--- src/rvfi_mon_trace_pkg.sv ---
package rvfi_mon_trace_pkg;

  // Number of violation kinds, which is also the width of every violation vector
  parameter int NUM_VIOL = 6;

  // Exception cause width in the trap record and in the low bits of mcause
  parameter int EXC_CAUSE_W = 6;

  // Debug entry cause, encoded the same way as dcsr.cause
  typedef enum logic [2:0] {
    NONE    = 3'd0,
    EBREAK  = 3'd1,
    TRIGGER = 3'd2,
    HALTREQ = 3'd3,
    STEP    = 3'd4
  } dbg_cause_e;

  // Bit position of each check in the violation vectors and in REG_STATUS
  typedef enum logic [2:0] {
    TRAP_NO_INTR       = 3'd0,
    MCAUSE_MISMATCH    = 3'd1,
    DBG_CAUSE_MISMATCH = 3'd2,
    STEP_CAUSE_BAD     = 3'd3,
    DBG_NO_ACK         = 3'd4,
    IRQ_NO_INTR        = 3'd5
  } viol_kind_e;

endpackage

--- src/rvfi_mon_reg_pkg.sv ---
package rvfi_mon_reg_pkg;

  //////////////////////////////////////////////////
  // Register map, byte addresses on the 8-bit bus
  //////////////////////////////////////////////////

  parameter logic [7:0] REG_STATUS     = 8'h00;
  parameter logic [7:0] REG_VIOL_CNT   = 8'h04;
  parameter logic [7:0] REG_RETIRE_CNT = 8'h08;
  parameter logic [7:0] REG_FIRST_PC   = 8'h0C;
  parameter logic [7:0] REG_FIRST_KIND = 8'h10;
  // Write-only, the data is ignored
  parameter logic [7:0] REG_CLEAR      = 8'h14;

  // Response codes on bresp and rresp
  typedef enum logic [1:0] {
    OKAY   = 2'd0,
    SLVERR = 2'd2
  } axi_resp_e;

  // Slave FSM, one transaction in flight at a time
  typedef enum logic [1:0] {
    IDLE,
    RDATA,
    WRESP
  } axil_state_e;

endpackage

--- src/rvfi_trap_checker.sv ---
`timescale 1ns/1ps

module rvfi_trap_checker #(
  parameter bit DEBUG = 1'b1
) (
  input  logic                                       clk_i,
  input  logic                                       rst_ni,
  input  logic                                       rvfi_valid_i,
  input  logic                                       rvfi_intr_i,
  input  logic                                       rvfi_trap_exc_i,
  input  logic                                       rvfi_trap_dbg_i,
  input  logic [rvfi_mon_trace_pkg::EXC_CAUSE_W-1:0] rvfi_trap_cause_i,
  input  logic [2:0]                                 rvfi_trap_dbg_cause_i,
  input  logic [2:0]                                 rvfi_dbg_i,
  input  logic [rvfi_mon_trace_pkg::EXC_CAUSE_W-1:0] rvfi_mcause_i,
  input  logic                                       debug_mode_i,
  input  logic                                       dcsr_step_i,
  input  logic                                       nmi_pending_i,
  output logic [rvfi_mon_trace_pkg::NUM_VIOL-1:0]    viol_o
);
  import rvfi_mon_trace_pkg::*;

  // Trap record of the last valid retirement
  logic                   trap_exc_q;
  logic                   trap_dbg_q;
  logic [EXC_CAUSE_W-1:0] trap_cause_q;
  dbg_cause_e             trap_dbg_cause_q;

  // Debug mode, single step or a pending NMI seen since that retirement
  logic                   exempt_q;
  logic                   exempt_cond;
  logic                   exempt_now;
  logic [NUM_VIOL-1:0]    viol_d;

  // The exemption window includes both retirements and every cycle between them
  assign exempt_cond = debug_mode_i | dcsr_step_i | nmi_pending_i;
  assign exempt_now  = exempt_q | exempt_cond;

  //////////////////////////////////////////////////
  // Previous trap record and exemption window
  //////////////////////////////////////////////////

  always_ff @(posedge clk_i or negedge rst_ni) begin
    if (!rst_ni) begin
      trap_exc_q       <= 1'b0;
      trap_dbg_q       <= 1'b0;
      trap_cause_q     <= '0;
      trap_dbg_cause_q <= NONE;
      exempt_q         <= 1'b0;
    end else if (rvfi_valid_i) begin
      trap_exc_q       <= rvfi_trap_exc_i;
      trap_dbg_q       <= rvfi_trap_dbg_i;
      trap_cause_q     <= rvfi_trap_cause_i;
      trap_dbg_cause_q <= dbg_cause_e'(rvfi_trap_dbg_cause_i);
      // A new window starts with this retirement
      exempt_q         <= exempt_cond;
    end else begin
      exempt_q         <= exempt_now;
    end
  end

  //////////////////////////////////////////////////
  // Checks, evaluated on each valid retirement
  //////////////////////////////////////////////////

  always_comb begin
    viol_d = '0;
    if (rvfi_valid_i) begin
      // Any trap must be taken as an interrupt-flagged retirement
      viol_d[TRAP_NO_INTR]    = (trap_exc_q || trap_dbg_q) && !exempt_now && !rvfi_intr_i;
      // An exception trap must show up as the same cause in mcause
      viol_d[MCAUSE_MISMATCH] = trap_exc_q && !exempt_now &&
                                (rvfi_mcause_i != trap_cause_q);
      // The debug cause of a debug trap carries over into rvfi_dbg
      viol_d[DBG_CAUSE_MISMATCH] = DEBUG && trap_dbg_q &&
                                   (rvfi_dbg_i != trap_dbg_cause_q);
      // Exception and debug together is only legal during single step
      viol_d[STEP_CAUSE_BAD] = DEBUG && rvfi_trap_exc_i && rvfi_trap_dbg_i &&
                               (dbg_cause_e'(rvfi_trap_dbg_cause_i) != STEP);
    end
  end

  // One-cycle registered pulse per violation
  always_ff @(posedge clk_i or negedge rst_ni) begin
    if (!rst_ni) begin
      viol_o <= '0;
    end else begin
      viol_o <= viol_d;
    end
  end

  // Every pulse belongs to a retirement one cycle earlier
  a_viol_follows_retire: assert property (@(posedge clk_i) disable iff (!rst_ni)
    (|viol_o) |-> $past(rvfi_valid_i))
    else $error("trap checker pulsed a violation without a retirement");

endmodule

--- src/rvfi_ack_tracker.sv ---
`timescale 1ns/1ps

module rvfi_ack_tracker #(
  parameter bit DEBUG = 1'b1
) (
  input  logic                                    clk_i,
  input  logic                                    rst_ni,
  input  logic                                    rvfi_valid_i,
  input  logic                                    rvfi_intr_i,
  input  logic [2:0]                              rvfi_dbg_i,
  input  logic                                    irq_ack_i,
  input  logic                                    dbg_ack_i,
  output logic [rvfi_mon_trace_pkg::NUM_VIOL-1:0] viol_o
);
  import rvfi_mon_trace_pkg::*;

  // Debug acknowledges not yet consumed by a debug entry
  logic [1:0]          dbg_cnt_q;
  // Interrupt acknowledged, waiting for the next retirement
  logic                irq_pend_q;
  logic                dbg_ret;
  logic [NUM_VIOL-1:0] viol_d;

  // A retirement that reports a debug entry
  assign dbg_ret = rvfi_valid_i && (rvfi_dbg_i != NONE);

  always_ff @(posedge clk_i or negedge rst_ni) begin
    if (!rst_ni) begin
      dbg_cnt_q  <= 2'd0;
      irq_pend_q <= 1'b0;
    end else begin
      // Ack and entry in the same cycle cancel out
      if (dbg_ack_i && !dbg_ret) begin
        dbg_cnt_q <= dbg_cnt_q + 2'd1;
      end else if (dbg_ret && !dbg_ack_i && (dbg_cnt_q != 2'd0)) begin
        dbg_cnt_q <= dbg_cnt_q - 2'd1;
      end
      // The retirement that answers an ack comes at least one cycle later
      if (irq_ack_i) begin
        irq_pend_q <= 1'b1;
      end else if (rvfi_valid_i) begin
        irq_pend_q <= 1'b0;
      end
    end
  end

  always_comb begin
    viol_d = '0;
    viol_d[DBG_NO_ACK]  = DEBUG && dbg_ret && (dbg_cnt_q == 2'd0);
    viol_d[IRQ_NO_INTR] = rvfi_valid_i && irq_pend_q && !rvfi_intr_i;
  end

  always_ff @(posedge clk_i or negedge rst_ni) begin
    if (!rst_ni) begin
      viol_o <= '0;
    end else begin
      viol_o <= viol_d;
    end
  end

  // The core never has more than three debug acks in flight
  a_dbg_cnt_no_wrap: assert property (@(posedge clk_i) disable iff (!rst_ni)
    (dbg_cnt_q == 2'd3) |=> (dbg_cnt_q != 2'd0))
    else $error("outstanding debug ack count wrapped");

endmodule

--- src/rvfi_violation_log.sv ---
`timescale 1ns/1ps

module rvfi_violation_log #(
  parameter int CNT_W = 16
) (
  input  logic                                    clk_i,
  input  logic                                    rst_ni,
  input  logic [rvfi_mon_trace_pkg::NUM_VIOL-1:0] viol_i,
  input  logic                                    retire_i,
  input  logic [31:0]                             pc_i,
  input  logic                                    clear_i,
  output logic [rvfi_mon_trace_pkg::NUM_VIOL-1:0] status_o,
  output logic [CNT_W-1:0]                        viol_cnt_o,
  output logic [CNT_W-1:0]                        retire_cnt_o,
  output logic [31:0]                             first_pc_o,
  output rvfi_mon_trace_pkg::viol_kind_e          first_kind_o,
  output logic                                    first_valid_o
);
  import rvfi_mon_trace_pkg::*;

  localparam int SET_W = $clog2(NUM_VIOL + 1);

  // Retirement delayed one stage so that it lines up with the violation pulses
  logic             retire_q;
  logic [31:0]      pc_q;
  logic [SET_W-1:0] n_set;
  viol_kind_e       low_kind;
  logic [CNT_W:0]   viol_sum;

  always_ff @(posedge clk_i or negedge rst_ni) begin
    if (!rst_ni) begin
      retire_q <= 1'b0;
    end else begin
      retire_q <= retire_i;
    end
  end

  always_ff @(posedge clk_i) begin
    pc_q <= pc_i;
  end

  // Number of kinds set this cycle and the lowest of them
  always_comb begin
    n_set    = '0;
    low_kind = TRAP_NO_INTR;
    for (int i = NUM_VIOL - 1; i >= 0; i--) begin
      if (viol_i[i]) begin
        n_set    = n_set + SET_W'(1);
        low_kind = viol_kind_e'(i);
      end
    end
  end

  // One spare bit catches the overflow for saturation
  assign viol_sum = {1'b0, viol_cnt_o} + (CNT_W + 1)'(n_set);

  always_ff @(posedge clk_i or negedge rst_ni) begin
    if (!rst_ni) begin
      status_o      <= '0;
      viol_cnt_o    <= '0;
      retire_cnt_o  <= '0;
      first_pc_o    <= '0;
      first_kind_o  <= TRAP_NO_INTR;
      first_valid_o <= 1'b0;
    end else if (clear_i) begin
      status_o      <= '0;
      viol_cnt_o    <= '0;
      retire_cnt_o  <= '0;
      first_pc_o    <= '0;
      first_kind_o  <= TRAP_NO_INTR;
      first_valid_o <= 1'b0;
    end else begin
      status_o   <= status_o | viol_i;
      viol_cnt_o <= viol_sum[CNT_W] ? '1 : viol_sum[CNT_W-1:0];
      if (retire_q && (retire_cnt_o != '1)) begin
        retire_cnt_o <= retire_cnt_o + 1'b1;
      end
      // Only the first failing cycle is kept
      if (!first_valid_o && (|viol_i)) begin
        first_pc_o    <= pc_q;
        first_kind_o  <= low_kind;
        first_valid_o <= 1'b1;
      end
    end
  end

  // A captured first failure always has at least one counted violation
  a_first_has_count: assert property (@(posedge clk_i) disable iff (!rst_ni)
    first_valid_o |-> (viol_cnt_o != '0))
    else $error("first failure captured with zero violation count");

endmodule

--- src/rvfi_mon_axil_regs.sv ---
`timescale 1ns/1ps

module rvfi_mon_axil_regs #(
  parameter int CNT_W = 16
) (
  input  logic                                    clk_i,
  input  logic                                    rst_ni,
  // Write address and write strobe channels, the clear register takes no data
  input  logic [7:0]                              s_axil_awaddr_i,
  input  logic                                    s_axil_awvalid_i,
  output logic                                    s_axil_awready_o,
  input  logic                                    s_axil_wvalid_i,
  output logic                                    s_axil_wready_o,
  output logic [1:0]                              s_axil_bresp_o,
  output logic                                    s_axil_bvalid_o,
  input  logic                                    s_axil_bready_i,
  input  logic [7:0]                              s_axil_araddr_i,
  input  logic                                    s_axil_arvalid_i,
  output logic                                    s_axil_arready_o,
  output logic [31:0]                             s_axil_rdata_o,
  output logic [1:0]                              s_axil_rresp_o,
  output logic                                    s_axil_rvalid_o,
  input  logic                                    s_axil_rready_i,
  // Log contents
  input  logic [rvfi_mon_trace_pkg::NUM_VIOL-1:0] status_i,
  input  logic [CNT_W-1:0]                        viol_cnt_i,
  input  logic [CNT_W-1:0]                        retire_cnt_i,
  input  logic [31:0]                             first_pc_i,
  input  rvfi_mon_trace_pkg::viol_kind_e          first_kind_i,
  input  logic                                    first_valid_i,
  output logic                                    clear_o
);
  import rvfi_mon_reg_pkg::*;

  axil_state_e state_q;
  logic        ar_hs;
  logic        wr_hs;
  logic [31:0] rd_data;
  axi_resp_e   rd_resp;
  axi_resp_e   rresp_q;
  axi_resp_e   bresp_q;

  //////////////////////////////////////////////////
  // Handshakes
  //////////////////////////////////////////////////

  // AW and W go together, and a pending read takes precedence
  assign s_axil_arready_o = (state_q == IDLE);
  assign s_axil_awready_o = (state_q == IDLE) && s_axil_wvalid_i && !s_axil_arvalid_i;
  assign s_axil_wready_o  = (state_q == IDLE) && s_axil_awvalid_i && !s_axil_arvalid_i;

  assign ar_hs = s_axil_arvalid_i && s_axil_arready_o;
  assign wr_hs = s_axil_awvalid_i && s_axil_awready_o;

  assign s_axil_rvalid_o = (state_q == RDATA);
  assign s_axil_bvalid_o = (state_q == WRESP);
  assign s_axil_rresp_o  = rresp_q;
  assign s_axil_bresp_o  = bresp_q;

  // Read decode, counters are zero extended to the bus width
  always_comb begin
    rd_resp = OKAY;
    case (s_axil_araddr_i)
      REG_STATUS:     rd_data = 32'(status_i);
      REG_VIOL_CNT:   rd_data = 32'(viol_cnt_i);
      REG_RETIRE_CNT: rd_data = 32'(retire_cnt_i);
      REG_FIRST_PC:   rd_data = first_pc_i;
      // All ones marks that nothing has failed yet
      REG_FIRST_KIND: rd_data = first_valid_i ? 32'(first_kind_i) : 32'hFFFF_FFFF;
      default: begin
        rd_data = 32'h0;
        rd_resp = SLVERR;
      end
    endcase
  end

  //////////////////////////////////////////////////
  // FSM and response registers
  //////////////////////////////////////////////////

  always_ff @(posedge clk_i or negedge rst_ni) begin
    if (!rst_ni) begin
      state_q <= IDLE;
      rresp_q <= OKAY;
      bresp_q <= OKAY;
      clear_o <= 1'b0;
    end else begin
      clear_o <= 1'b0;
      case (state_q)
        IDLE: begin
          if (ar_hs) begin
            rresp_q <= rd_resp;
            state_q <= RDATA;
          end else if (wr_hs) begin
            // Only the clear register is writable
            clear_o <= (s_axil_awaddr_i == REG_CLEAR);
            bresp_q <= (s_axil_awaddr_i == REG_CLEAR) ? OKAY : SLVERR;
            state_q <= WRESP;
          end
        end
        RDATA: begin
          if (s_axil_rready_i) begin
            state_q <= IDLE;
          end
        end
        WRESP: begin
          if (s_axil_bready_i) begin
            state_q <= IDLE;
          end
        end
        default: state_q <= IDLE;
      endcase
    end
  end

  // Read data is sampled once at the AR handshake
  always_ff @(posedge clk_i) begin
    if (ar_hs) begin
      s_axil_rdata_o <= rd_data;
    end
  end

  // The read response holds while the master stalls
  a_rdata_stable: assert property (@(posedge clk_i) disable iff (!rst_ni)
    (s_axil_rvalid_o && !s_axil_rready_i) |=> (s_axil_rvalid_o && $stable(s_axil_rdata_o)))
    else $error("read response changed before it was accepted");

endmodule

--- src/rvfi_monitor_top.sv ---
`timescale 1ns/1ps

module rvfi_monitor_top #(
  parameter bit DEBUG = 1'b1,
  parameter int CNT_W = 16
) (
  input  logic                                       clk_i,
  input  logic                                       rst_ni,
  // Retirement trace from the core
  input  logic                                       rvfi_valid_i,
  input  logic                                       rvfi_intr_i,
  input  logic                                       rvfi_trap_exc_i,
  input  logic                                       rvfi_trap_dbg_i,
  input  logic [rvfi_mon_trace_pkg::EXC_CAUSE_W-1:0] rvfi_trap_cause_i,
  input  logic [2:0]                                 rvfi_trap_dbg_cause_i,
  input  logic [2:0]                                 rvfi_dbg_i,
  input  logic [rvfi_mon_trace_pkg::EXC_CAUSE_W-1:0] rvfi_mcause_i,
  input  logic [31:0]                                rvfi_pc_i,
  input  logic                                       debug_mode_i,
  input  logic                                       dcsr_step_i,
  input  logic                                       nmi_pending_i,
  input  logic                                       irq_ack_i,
  input  logic                                       dbg_ack_i,
  // Register port
  input  logic [7:0]                                 s_axil_awaddr_i,
  input  logic                                       s_axil_awvalid_i,
  output logic                                       s_axil_awready_o,
  input  logic                                       s_axil_wvalid_i,
  output logic                                       s_axil_wready_o,
  output logic [1:0]                                 s_axil_bresp_o,
  output logic                                       s_axil_bvalid_o,
  input  logic                                       s_axil_bready_i,
  input  logic [7:0]                                 s_axil_araddr_i,
  input  logic                                       s_axil_arvalid_i,
  output logic                                       s_axil_arready_o,
  output logic [31:0]                                s_axil_rdata_o,
  output logic [1:0]                                 s_axil_rresp_o,
  output logic                                       s_axil_rvalid_o,
  input  logic                                       s_axil_rready_i
);
  import rvfi_mon_trace_pkg::*;

  logic [NUM_VIOL-1:0] viol_trap;
  logic [NUM_VIOL-1:0] viol_ack;
  logic [NUM_VIOL-1:0] status;
  logic [CNT_W-1:0]    viol_cnt;
  logic [CNT_W-1:0]    retire_cnt;
  logic [31:0]         first_pc;
  viol_kind_e          first_kind;
  logic                first_valid;
  logic                clear;

  // The two checkers own disjoint bits, so the merge is a plain OR
  wire [NUM_VIOL-1:0] viol_all = viol_trap | viol_ack;

  rvfi_trap_checker #(
    .DEBUG (DEBUG)
  ) u_trap_checker (
    .clk_i                 (clk_i),
    .rst_ni                (rst_ni),
    .rvfi_valid_i          (rvfi_valid_i),
    .rvfi_intr_i           (rvfi_intr_i),
    .rvfi_trap_exc_i       (rvfi_trap_exc_i),
    .rvfi_trap_dbg_i       (rvfi_trap_dbg_i),
    .rvfi_trap_cause_i     (rvfi_trap_cause_i),
    .rvfi_trap_dbg_cause_i (rvfi_trap_dbg_cause_i),
    .rvfi_dbg_i            (rvfi_dbg_i),
    .rvfi_mcause_i         (rvfi_mcause_i),
    .debug_mode_i          (debug_mode_i),
    .dcsr_step_i           (dcsr_step_i),
    .nmi_pending_i         (nmi_pending_i),
    .viol_o                (viol_trap)
  );

  rvfi_ack_tracker #(
    .DEBUG (DEBUG)
  ) u_ack_tracker (
    .clk_i        (clk_i),
    .rst_ni       (rst_ni),
    .rvfi_valid_i (rvfi_valid_i),
    .rvfi_intr_i  (rvfi_intr_i),
    .rvfi_dbg_i   (rvfi_dbg_i),
    .irq_ack_i    (irq_ack_i),
    .dbg_ack_i    (dbg_ack_i),
    .viol_o       (viol_ack)
  );

  rvfi_violation_log #(
    .CNT_W (CNT_W)
  ) u_log (
    .clk_i         (clk_i),
    .rst_ni        (rst_ni),
    .viol_i        (viol_all),
    .retire_i      (rvfi_valid_i),
    .pc_i          (rvfi_pc_i),
    .clear_i       (clear),
    .status_o      (status),
    .viol_cnt_o    (viol_cnt),
    .retire_cnt_o  (retire_cnt),
    .first_pc_o    (first_pc),
    .first_kind_o  (first_kind),
    .first_valid_o (first_valid)
  );

  rvfi_mon_axil_regs #(
    .CNT_W (CNT_W)
  ) u_regs (
    .clk_i            (clk_i),
    .rst_ni           (rst_ni),
    .s_axil_awaddr_i  (s_axil_awaddr_i),
    .s_axil_awvalid_i (s_axil_awvalid_i),
    .s_axil_awready_o (s_axil_awready_o),
    .s_axil_wvalid_i  (s_axil_wvalid_i),
    .s_axil_wready_o  (s_axil_wready_o),
    .s_axil_bresp_o   (s_axil_bresp_o),
    .s_axil_bvalid_o  (s_axil_bvalid_o),
    .s_axil_bready_i  (s_axil_bready_i),
    .s_axil_araddr_i  (s_axil_araddr_i),
    .s_axil_arvalid_i (s_axil_arvalid_i),
    .s_axil_arready_o (s_axil_arready_o),
    .s_axil_rdata_o   (s_axil_rdata_o),
    .s_axil_rresp_o   (s_axil_rresp_o),
    .s_axil_rvalid_o  (s_axil_rvalid_o),
    .s_axil_rready_i  (s_axil_rready_i),
    .status_i         (status),
    .viol_cnt_i       (viol_cnt),
    .retire_cnt_i     (retire_cnt),
    .first_pc_i       (first_pc),
    .first_kind_i     (first_kind),
    .first_valid_i    (first_valid),
    .clear_o          (clear)
  );

endmodule

--- config.mk ---
export PLATFORM = sky130hd
export DESIGN_NAME = rvfi_monitor_top
export DESIGN_NICKNAME = d
export VERILOG_FILES = /design/src/rvfi_mon_trace_pkg.sv /design/src/rvfi_mon_reg_pkg.sv /design/src/rvfi_trap_checker.sv /design/src/rvfi_ack_tracker.sv /design/src/rvfi_violation_log.sv /design/src/rvfi_mon_axil_regs.sv /design/src/rvfi_monitor_top.sv
export SDC_FILE = /design/constraint.sdc
export NUM_CORES = 1
export LEC_CHECK = 0
export ABC_AREA = 1
export BUFFER_PORTS_ARGS = -buffer_cell sky130_fd_sc_hd__buf_2
export CAP_MARGIN = 20
export CORE_AREA = 4 4 122 124
export DETAILED_ROUTE_END_ITERATION = 12
export DIE_AREA = 0 0 126 128
export PLACE_DENSITY = 0.78
export RECOVER_POWER = 100
export SETUP_SLACK_MARGIN = 0.2
export SYNTH_ARGS = -nofsm -noshare
export SYNTH_HDL_FRONTEND = slang
export SYNTH_SLANG_ARGS = --single-unit
export TNS_END_PERCENT = 100
--- constraint.sdc ---
create_clock -name clk_i -period 5 [get_ports clk_i]
set_clock_uncertainty 0.15 [all_clocks]
set_input_delay 1 -clock clk_i [delete_from_list [all_inputs] [get_ports clk_i]]
set_output_delay 1 -clock clk_i [all_outputs]
set_load 0.02 [all_outputs]
=== Word level (Yosys, flattened, before mapping) ===
Cells that the tools add are included.
W data, S select, Z words.

* Bits in registers: 167
* Output and inout bits: 41

* Add/sub/neg operators: 9
* Equality and inequality tests: 14
* Muxes and demuxes: 41
* Bitwise operators: 6
* Reduce and logical (&&, ||, !) cells: 43

{| class="wikitable"
|+ Operators by type and width
! operator !! number
|-
| $pmux W32 S5 || 1
|-
| $mux W32 || 3
|-
| $mux W16 || 4
|-
| $mux W3 || 13
|-
| $logic_and A1 B1 Y1 || 22
|-
| $add A16 B3 Y17 || 1
|-
| $add A16 B1 Y16 const B || 1
|-
| $eq A8 B4 Y1 const B || 2
|-
| $eq A8 B5 Y1 const B || 2
|-
| $mux W2 || 8
|-
| $ne A16 B16 Y1 const B || 1
|-
| $add A3 B1 Y3 const B || 5
|-
| $reduce_bool A2 Y1 || 5
|-
| $mux W1 || 9
|-
| $eq A8 B3 Y1 const B || 1
|-
| $logic_not A8 Y1 || 1
|-
| $logic_not A1 Y1 || 6
|-
| $mux W6 || 1
|-
| $ne A3 B3 Y1 const B || 2
|-
| $ne A6 B6 Y1 || 1
|-
| $or A4 B6 Y6 || 1
|-
| $or A6 B6 Y6 || 1
|-
| $pmux W2 S3 || 1
|-
| $reduce_and A3 Y1 || 2
|-
| other kinds (15) || 19
|}

=== Longest topological paths before layout ===
Gate-level depths: netlist of run 1.

* Depth after elaboration: 15
* Gate-level depth with buffers: 29
* Mapped depth without buffers: 29

=== Hierarchy ===
From an unflattened synthesis of run 1, not the netlist that was laid out.

* Cells, all modules: 979
* Area total of the unflattened synthesis: 8056.5 µm²

{| class="wikitable"
|+ Modules (own cells, without submodules)
! module !! instances !! cells each !! area an instance (µm²)
|-
| rvfi_violation_log || 1 || 587 || 4817.1
|-
| rvfi_mon_axil_regs || 1 || 246 || 2122.0
|-
| rvfi_trap_checker || 1 || 91 || 769.5
|-
| rvfi_ack_tracker || 1 || 37 || 280.3
|-
| rvfi_monitor_top || 1 || 18 || 67.6
|}

=== Least setup slack after synthesis of run 1 ===
No wires, ideal clock.

* Path kind: register to register
* Start point: register u_ack_tracker.viol_o[4] (netlist name)
* End point: register u_log.viol_cnt_o[10]
* Setup time: 0.078 ns
* Arrival: 3.638 ns
* Path slack: 1.134 ns
* Stages on the path, launching flop included: 25
* Path buffers: 1
* Path through: dfrtp_1 -> inv_1 -> ha_1 -> nand2_1 -> inv_1 -> nor2_1 -> ha_1 -> or2_2 -> nand3_1 -> nand3_1 -> nand2_1 -> ha_1 -> nand2_1 -> xnor2_1 -> nand2_1 -> nand2_1 -> nand3_1 -> nand2_1 -> inv_1 -> ha_1 -> nand2_1 -> a21boi_2 -> nand4_2 -> buf_2 -> a21oi_1

* Word-level cells in the longest chain between the ends: 13

{| class="wikitable"
|+ RTL lines
! what !! RTL line !! text
|-
| start, declared || rvfi_ack_tracker.sv:13 || <nowiki>output logic [rvfi_mon_trace_pkg::NUM_VIOL-1:0] viol_o</nowiki>
|-
| start signal, assigned || rvfi_ack_tracker.sv:57 || <nowiki>viol_o <= viol_d;</nowiki>
|-
| $or A4 B6 Y6 * || rvfi_monitor_top.sv:54 || <nowiki>wire [NUM_VIOL-1:0] viol_all = viol_trap | viol_ack;</nowiki>
|-
| $mux W3 * || rvfi_violation_log.sv:47 || <nowiki>if (viol_i[i]) begin</nowiki>
|-
| $add A3 B1 Y3 || rvfi_violation_log.sv:48 || <nowiki>n_set = n_set + SET_W'(1);</nowiki>
|-
| $mux W3 * || rvfi_violation_log.sv:47 ||
|-
| $add A3 B1 Y3 || rvfi_violation_log.sv:48 ||
|-
| $mux W3 * || rvfi_violation_log.sv:47 ||
|-
| $add A3 B1 Y3 || rvfi_violation_log.sv:48 ||
|-
| $mux W3 * || rvfi_violation_log.sv:47 ||
|-
| $add A3 B1 Y3 || rvfi_violation_log.sv:48 ||
|-
| $mux W3 * || rvfi_violation_log.sv:47 ||
|-
| $add A16 B3 Y17 * || rvfi_violation_log.sv:55 || <nowiki>assign viol_sum = {1'b0, viol_cnt_o} + (CNT_W + 1)'(n_set);</nowiki>
|-
| $mux W16 * || rvfi_violation_log.sv:74 || <nowiki>viol_cnt_o <= viol_sum[CNT_W] ? '1 : viol_sum[CNT_W-1:0];</nowiki>
|-
| $mux W16 * || rvfi_violation_log.sv:65 || <nowiki>end else if (clear_i) begin</nowiki>
|-
| end signal, assigned || rvfi_violation_log.sv:74 ||
|-
| end, declared || rvfi_violation_log.sv:13 || <nowiki>output logic [CNT_W-1:0] viol_cnt_o,</nowiki>
|}

Mark *: on every way between the ends. The rest lies on a longest branch, timed or not.
A chain may end at the register's enable or synchronous reset.

=== Final worst setup path of run 1 ===
* Start point: register u_ack_tracker.viol_o[4] (netlist name)
* End point: register u_log.viol_cnt_o[14]

The elaborated chain is that of the path after synthesis.

==> flow_summary.toml, run 1 <==
[synth]
ys_async_sr_fraction = 0.612
synth_flop_cell = "dfrtp_1"
synth_most_common_cell = "nand2_1"
synth-seq-cells = 165
synth_edf_count = 32
synthMuxAreaShare = 0
synth_compound_area_frac = 0.0635
ys_seq_area_frac = 0.538
synth_commonest_cells = "nand2_1, nand3_1, dfrtp_1"
synthDistinctLibCells = 44
synth_xor_area_frac = 0.0205
yosys.area_share.simple = 0.283
synth_top_family_by_area = "simple AND/OR/NAND/NOR gates"
synth_cells = 895
yosysTopAreaCellShare = 0.329
avgSynthCellArea_um2 = 8.58
synth_largest_area_cell = "dfrtp_1"
synth_area_leaders = "dfrtp_1, edfxtp_1, nand2_1, nand3_1, dfxtp_1"
synth_area_um2 = 7680
yosysWarnings = 0
synth_adder_area_share = 0.0205

[worst_setup_path]
worstRegToRegCells = 25
reg2reg_slack_ns = 0.57
crit_arrival_ns = 4.64
worst_setup_path_start_kind = "flop"
crit_fanout = 15
crit_path_end_kind = "flop"
required_ns = 5.21
path_class = "flop to flop"

[clock_tree]
hold_buffers = 0
cts_buffers = 17
insertion_delay_ns = 0.43
cts.sinks = 165
htreeDepth = 4
cts.root.buffer_cell = "clkbuf_16"
clock_path_buffers = 2
clk_pin_slew_ns = 0.06
cts_tree = "built"

[power]
finalPower_mw = 3.73
power.density_nw_per_um2 = 422
peakVddDrop_mv = 0.299
leakage_nw = 4.17

[placement]
dp_hpwl_mm = 12.0
gp_congestion = 0.914
port_buffers = 120

[sta]
fin_setup_tns_ns = 0
worst_pin_slew_ns = 3.00
slew_viol_final = 237
grt_setup_unrepaired = "no"
final_hold_viol_count = 0
fmax_mhz = 225
finalCritPeriodShare = 0.887
slew_headroom = -0.999
setup_viol = 0
post-route-min-period_ns = 4.43

[worst_hold_path]
hold_path_class = "flop to flop"
whs_path_depth = 2

[drt]
vias = 6337
dr.pass1.iters = 5
ant_nets = 0
drc = 0
drt_iter0_markers = 488
wire_per_inst_um = 14.6
wl_mm = 17.5
via_per_inst = 5.30

[floorplan]
die_y_um = 128
io_pins = 123
rows = 43
die_area_um2 = 16100
core_area_um2 = 13800
start_util = 0.558
fp.dieW_um = 126

[layout]
fin_nets = 1097
multi_input_area_um2 = 2960
antenna_cells = 0
seq_area_um2 = 4130
drive_gt1_frac = 0.127
syn_to_final_growth_pct = 15.1
fill_cells = 1227

[global_route]
grt_pass1_vias = 5996
grt_max_degree = 65
grt_pass1_wl_mm = 28.3
antenna_found_initial = 0
gr-usage-all-layers = 0.219
grt_overflow = 0

[run_status]
violations = "max-capacitance violations, max-slew violations"
outcome = "complete, but fails checks"

[flow_run]
drv_cap = 7
## report_power, final
| part | leakage, nW | total, mW | switching (mW) | internal (mW) |
|---|---|---|---|---|
| Clock | 0.293 | 1.31 | 0.534 | 0.780 |
| Sequential | 1.85 | 1.78 | 0.158 | 1.62 |
| Combinational | 2.03 | 0.632 | 0.400 | 0.233 |
| Total | 4.17 | 3.73 | 1.09 | 2.64 |
## flip-flops by register name, summed over array words and instances (netlist names), 2 cells and up
register / cells
u_trap_checker.viol_o: 4
u_log.pc_q: 32
u_ack_tracker.dbg_cnt_q: 2
u_trap_checker.trap_cause_q: 6
u_ack_tracker.viol_o: 2
u_regs.s_axil_rdata_o: 32
u_regs.state_q: 2
u_log.retire_cnt_o: 16
u_log.first_pc_o: 32
u_log.first_kind_o: 3
u_log.viol_cnt_o: 16
u_log.status_o: 6
u_trap_checker.trap_dbg_cause_q: 3
## final timing paths
check	end	from
max in group asynchronous	u_log.retire_cnt_o[9]	rst_ni
setup reg to reg	u_log.viol_cnt_o[14]	u_ack_tracker.viol_o[4]
hold reg to reg	u_log.first_pc_o[7]	u_log.pc_q[7]
hold / removal	u_log.first_pc_o[7]	u_log.pc_q[7]
min in group asynchronous	u_log.viol_cnt_o[11]	rst_ni
setup / recovery	u_log.viol_cnt_o[14]	u_ack_tracker.viol_o[4]
## worst max-delay path, cell delays in order, from the launching register on
cell      delay, ns
dfrtp_1        0.41
inv_1          0.10
ha_1           0.33
nand2_1        0.12
inv_1          0.06
nor2_1         0.24
ha_1           0.30
or2_2          0.31
nand3_1        0.08
nand3_1        0.08
nand2_1        0.09
ha_1           0.15
nand2_1        0.09
xnor2_1        0.15
nand2_1        0.06
nand2_1        0.08
nand3_1        0.08
nand2_1        0.07
inv_1          0.04
ha_1           0.33
nand2_1        0.10
a21boi_2       0.28
nand4_4        0.27
nand3_1        0.17
nand2_1        0.06
inv_1          0.14
## kinds of logic after synthesis
logic type / Yosys count
simple gates: 474
flops: 165
buf+inv: 135
compound gates: 90
xor+xnor: 18
fa+ha+maj: 12
other cells: 1
## final cells by class
class,count,share of cell area
flip-flops and latches,165,0.467
clock buffers,21,0.0533
well taps,180,0.0255
repair buffers,125,0.0641
clock inverters,11,0.0139
multi-input cells,596,0.335
inverters,98,0.0417
## timing repair
action,CTS,global route
resized for setup,0,2
endpoints found under the hold margin,0,0
endpoints found under the setup margin,0,15
setup buffers,0,0
## placed cells by master, fill, tap and decap left out, types with 2 or more instances in the layout
cell type,count
nand2_1,204
nand3_1,139
dfrtp_1,101
inv_1,90
buf_2,75
nor2_1,64
o21ai_0,59
clkbuf_1,51
nand4_1,32
dfxtp_1,32
edfxtp_1,32
clkbuf_16,18
a21oi_1,16
xor2_1,11
ha_1,11
nor3_1,9
xnor2_1,7
o21bai_1,7
or2_2,6
inv_2,5
nand3b_1,5
clkinv_1,4
nor2_2,3
nand2_2,3
clkinv_4,3
o21ai_1,2
nor4_1,2
nor2_4,2
o31ai_1,2
conb_1,2
bufinv_16,2
inv_6,2
## per-stage QoR
stage | area, um^2 | setup slack, ns | std cells | hold slack, ns | utilization
after global routing | 8840 | 0.135 | 1196 | 0.323 | 0.642
after CTS | 8950 | 0.515 | 1196 | 0.295 | 0.650
final | 8840 | 0.565 | 1196 | 0.294 | 0.642
after global placement | 8360 | 0.761 | 1164 | 0.286 | 0.607
after detailed placement | 8360 | 0.593 | 1164 | 0.286 | 0.607
after floorplan | 7680 | 1.13 | 896 | 0.273 | -
## routing by layer
metal | vias up | GRT usage | part of all wire
met2 | 182 | 0.382 | 0.50
met5 | - | 0 | 0
met4 | 0 | 0.0833 | 0.024
met1 | 2962 | 0.267 | 0.43
li1 | 3158 | - | -
met3 | 35 | 0.0483 | 0.046
(Power assumes the default switching activity.)
==> inputs of run 2 (changes only) <==
MAX_ROUTING_LAYER = met4   (was default)
SLEW_MARGIN = 20   (was default)
==> run 2 against run 1 <==
  * The flow still finishes with violations (max-capacitance violations, max-slew violations)
  * First-iteration DRC count up 41%
  * Register-to-register slack is essentially flat
  * Via count up 1.7%
==> flow_summary.toml, run 2 (synthesized netlist as in run 1, its figures left out) <==
[layout]
seq_area_um2 = 4130
fin_nets = 1096
multi_input_area_um2 = 2970
final_common_cell = "nand2_1"
final_cells = 1195
syn_to_final_growth_pct = 15.4
final_util = 0.644
drive_gt1_frac = 0.132
reg_top3 = "u_log.first_pc_o x32, u_log.pc_q x32, u_regs.s_axil_rdata_o x32"
antenna_cells = 0
fill_cells = 1192
layout_common_cells = "nand2_1, nand3_1, dfrtp_1, inv_1, buf_2"

[drt]
vias = 6443
drt_iter0_markers = 686
ant_nets = 0
wl_mm = 17.9
drc = 0
dr.pass1.iters = 5
wire_per_inst_um = 15.0
via_per_inst = 5.39

[floorplan]
start_util = 0.558
die_area_um2 = 16100
fp.dieW_um = 126
rows = 43
io_pins = 123
die_y_um = 128
core_area_um2 = 13800

[clock_tree]
insertion_delay_ns = 0.43
cts.root.buffer_cell = "clkbuf_16"
cts.sinks = 165
cts_buffers = 17
clk_pin_slew_ns = 0.06
cts_setup_buffers = 0
clock_path_buffers = 2
cts_tree = "built"
htreeDepth = 4

[worst_setup_path]
worst_setup_path_start_kind = "flop"
crit_arrival_ns = 4.63
crit_fanout = 64
reg2reg_slack_ns = 0.58
crit_path_end_kind = "flop"
worstRegToRegCells = 7
reg2reg_from = "u_regs.clear_o"
path_class = "flop to flop"
crit_start = "u_regs.clear_o"
required_ns = 5.21
rr_endpoint = "u_log.retire_cnt_o[13]"

[placement]
port_buffers = 120
gp_congestion = 0.900
dp_hpwl_mm = 12.1
place_inst = 1163

[worst_hold_path]
hold_path_class = "flop to flop"
worstHoldStart = "u_log.pc_q[11]"
whs_path_depth = 2
worstHoldEndpoint = "u_log.first_pc_o[11]"

[power]
peakVddDrop_mv = 0.271
finalPower_mw = 3.78
power.density_nw_per_um2 = 426
leakage_nw = 4.19

[sta]
final_hold_viol_count = 0
post-route-min-period_ns = 4.42
fin_hold_ws_ns = 0.296
fmax_mhz = 226
slew_viol_final = 211
finalCritPeriodShare = 0.884
setup_viol = 0
fin_setup_tns_ns = 0
worst_pin_slew_ns = 2.96
grt_setup_unrepaired = "no"
slew_headroom = -0.976

[global_route]
grt_overflow = 0
gr-usage-all-layers = 0.235
grt_pass1_wl_mm = 29.4
grt_max_degree = 80
grt_pass1_vias = 6236
antenna_found_initial = 0

[flow_run]
drv_cap = 5

[run_status]
outcome = "complete, but fails checks"
violations = "max-capacitance violations, max-slew violations"
## run 2: routing by layer
layer / track usage / wire [um] / vias up
li1: - / - / 3156
met1: 0.281 / 7400 / 3020
met2: 0.390 / 9000 / 225
met3: 0.0458 / 931 / 42
met4: 0.103 / 558 / 0
met5: - / 0 / -
## run 2: metrics by stage
stage               cell area, um^2  worst slack, ns
global placement               8350            0.779
finish                         8870            0.579
CTS                            8960            0.458
detailed placement             8350            0.542
global route                   8870            0.186
floorplan                      7680             1.13
## run 2: worst max path at each step
stage	slack [ns]	depth (start not counted)	to
floorplan	1.13	24	u_log.viol_cnt_o[10]
global placement	0.78	25	u_log.viol_cnt_o[9]
detailed placement	0.54	25	u_log.viol_cnt_o[15]
CTS	0.46	25	u_log.viol_cnt_o[15]
global route	0.19	7	u_log.retire_cnt_o[14]
finish	0.58	7	u_log.retire_cnt_o[13]
## run 2: critical path, cell delays in order (launching register included)
cell and delay (ns):
dfrtp_1 0.36, clkbuf_1 0.50, inv_1 0.28, clkbuf_1 2.12
nand2_4 0.28, clkinvlp_2 0.45, nand2_1 0.09, nand2_1 0.08
## run 2: final cells by class
| type | instances | area share |
|---|---|---|
| Sequential cell | 165 | 0.466 |
| Multi-Input combinational cell | 596 | 0.335 |
| Tap cell | 180 | 0.0254 |
| Timing Repair Buffer | 124 | 0.0638 |
| Inverter | 98 | 0.0416 |
| Clock inverter | 13 | 0.0189 |
| Clock buffer | 19 | 0.0500 |
## run 2: report_power, final
| part | internal [mW] | switching, mW | leakage (nW) | total, mW |
|---|---|---|---|---|
| Sequential | 1.62 | 0.161 | 1.85 | 1.78 |
| Clock | 0.806 | 0.549 | 0.295 | 1.36 |
| Combinational | 0.235 | 0.404 | 2.04 | 0.638 |
## run 2: timing repair
| item | 4_1_cts | 5_1_grt |
|---|---|---|
| setup endpoints to repair | 0 | 12 |
| gates resized for setup | 0 | 3 |
| hold buffers | 0 | 0 |
==> inputs of run 3 (changes only) <==
CORE_AREA = 4 4 154 156   (was 4 4 122 124)
DIE_AREA = 0 0 158 160   (was 0 0 126 128)
PLACE_DENSITY = 0.52   (was 0.78)
==> run 3 against run 2 <==
  * Clock power fell by 6%
  * Via count is 3.4% lower
  * Hold slack got worse by 0.0037 ns
  * Wire length up 7.2%
  * Power down 2.4%
  * Sequential power barely moved
  * The run still ends with max-capacitance violations, max-slew violations left
  * Clock-buffer cell count shrank 1
  * Sequential share of layout area decreased by 0.42 points
  * Cell area rose by 0.92%
  * Non-clock buffer count up 2
  * Critical path depth up 18
  * Global-route usage down 7.3 points
==> flow_summary.toml, run 3 (synthesized netlist as in run 1, its figures left out) <==
[global_route]
gr-usage-all-layers = 0.162
grt_max_degree = 49
grt_overflow = 0
grt_pass1_wl_mm = 31.5
grt_pass1_vias = 6087
antenna_found_initial = 0

[worst_setup_path]
reg2reg_slack_ns = 0.74
worst_setup_path_start_kind = "flop"
reg2reg_from = "u_ack_tracker.viol_o[4]"
rr_endpoint = "u_log.viol_cnt_o[9]"
worstRegToRegCells = 25
path_class = "flop to flop"
crit_arrival_ns = 4.47
crit_path_end_kind = "flop"
required_ns = 5.21
crit_fanout = 15

[sta]
grt_setup_unrepaired = "no"
slew_headroom = -0.215
post-route-min-period_ns = 4.26
fmax_mhz = 235
fin_hold_ws_ns = 0.293
setup_viol = 0
fin_ws_ns = 0.737
final_hold_viol_count = 0
finalCritPeriodShare = 0.853
fin_setup_tns_ns = 0
worst_pin_slew_ns = 1.81
slew_viol_final = 114

[placement]
gp_congestion = 0.842
place_inst = 1269
port_buffers = 120
dp_hpwl_mm = 13.6
dpl_cell_area_um2 = 8490
detailedPlace.worstSlack_ns = 0.574

[clock_tree]
htreeDepth = 4
hold_buffers = 0
cts_buffers = 17
insertion_delay_ns = 0.42
cts.root.buffer_cell = "clkbuf_16"
cts.sinks = 165
clk_pin_slew_ns = 0.07
cts_tree = "built"
clock_path_buffers = 2

[worst_hold_path]
whs_path_depth = 2
hold_path_class = "flop to flop"
worstHoldEndpoint = "u_log.first_pc_o[7]"
worstHoldStart = "u_log.pc_q[7]"

[layout]
reg_top3 = "u_log.first_pc_o x32, u_log.pc_q x32, u_regs.s_axil_rdata_o x32"
final_cells = 1302
antenna_cells = 0
final_common_cell = "nand2_1"
multi_input_area_um2 = 2950
layout_common_cells = "nand2_1, nand3_1, dfrtp_1, inv_1, buf_2"
fin_nets = 1098
drive_gt1_frac = 0.132
final_area_um2 = 8950
seq_area_um2 = 4130
fill_cells = 2328
final_util = 0.400
syn_to_final_growth_pct = 16.5

[drt]
wl_mm = 19.2
drt_iter0_markers = 400
wire_per_inst_um = 14.7
dr.pass1.iters = 4
drc = 0
ant_nets = 0
vias = 6221
via_per_inst = 4.78

[floorplan]
start_util = 0.343
die_area_um2 = 25300
io_pins = 123
fp.dieW_um = 158
core_area_um2 = 22400
die_y_um = 160
rows = 55

[run_status]
violations = "max-capacitance violations, max-slew violations"
outcome = "complete, but fails checks"

[power]
leakage_nw = 4.17
finalPower_mw = 3.69
peakVddDrop_mv = 0.196
power.density_nw_per_um2 = 412

[flow_run]
drv_cap = 5
[run 3: timing repair]
action / 4_1_cts / 5_1_grt
resized for setup: 0 / 3
buffers inserted: 0 / 0
endpoints found under the setup margin: 0 / 15
[run 3: per-layer routing]
metal	up-vias	track usage	share of wire
met5	-	-	0
met4	0	0.0465	0.017
met3	25	0.0320	0.035
met2	139	0.257	0.49
met1	2893	0.210	0.46
li1	3164	-	-
[run 3: final cells by class]
class / instances / area share
clock inverters: 14 / 0.0154
inverters: 98 / 0.0412
repair buffers: 126 / 0.0642
flip-flops and latches: 165 / 0.461
clock buffers: 18 / 0.0480
multi-input cells: 596 / 0.330
well taps: 285 / 0.0398
[run 3: worst max-delay path by stage]
| stage | startpoint | end | slack, ns |
|---|---|---|---|
| global placement | u_ack_tracker.viol_o[4] | u_log.viol_cnt_o[15] | 0.69 |
| finish | u_ack_tracker.viol_o[4] | u_log.viol_cnt_o[9] | 0.74 |
| CTS | u_ack_tracker.viol_o[4] | u_log.viol_cnt_o[13] | 0.55 |
| detailed placement | u_ack_tracker.viol_o[4] | u_log.viol_cnt_o[13] | 0.57 |
| global route | u_ack_tracker.viol_o[4] | u_log.viol_cnt_o[9] | 0.15 |
| floorplan | u_ack_tracker.viol_o[4] | u_log.viol_cnt_o[10] | 1.13 |
[run 3: power breakdown]
| group | total, mW | internal, mW | switching (mW) |
|---|---|---|---|
| sequential | 1.77 | 1.62 | 0.149 |
| clock | 1.28 | 0.703 | 0.582 |
| combinational | 0.631 | 0.234 | 0.397 |
| total | 3.69 | 2.56 | 1.13 |
[run 3: worst max-delay path, cell delays in order, from the launching register on]
cell and delay, ns:
dfrtp_1 0.39, inv_1 0.09, ha_1 0.33, nand2_1 0.12, inv_1 0.08, nor2_2 0.18, ha_1 0.28, or2_2 0.31
nand3_1 0.09, nand3_1 0.08, nand2_1 0.09, ha_1 0.14, nand2_1 0.09, xnor2_1 0.15, nand2_1 0.06, nand2_1 0.08
nand3_1 0.07, nand2_1 0.07, inv_1 0.05, ha_1 0.34, nand2_1 0.11, a21boi_2 0.27, nand4_4 0.28, nand3_1 0.17
nand2_1 0.06, inv_1 0.07
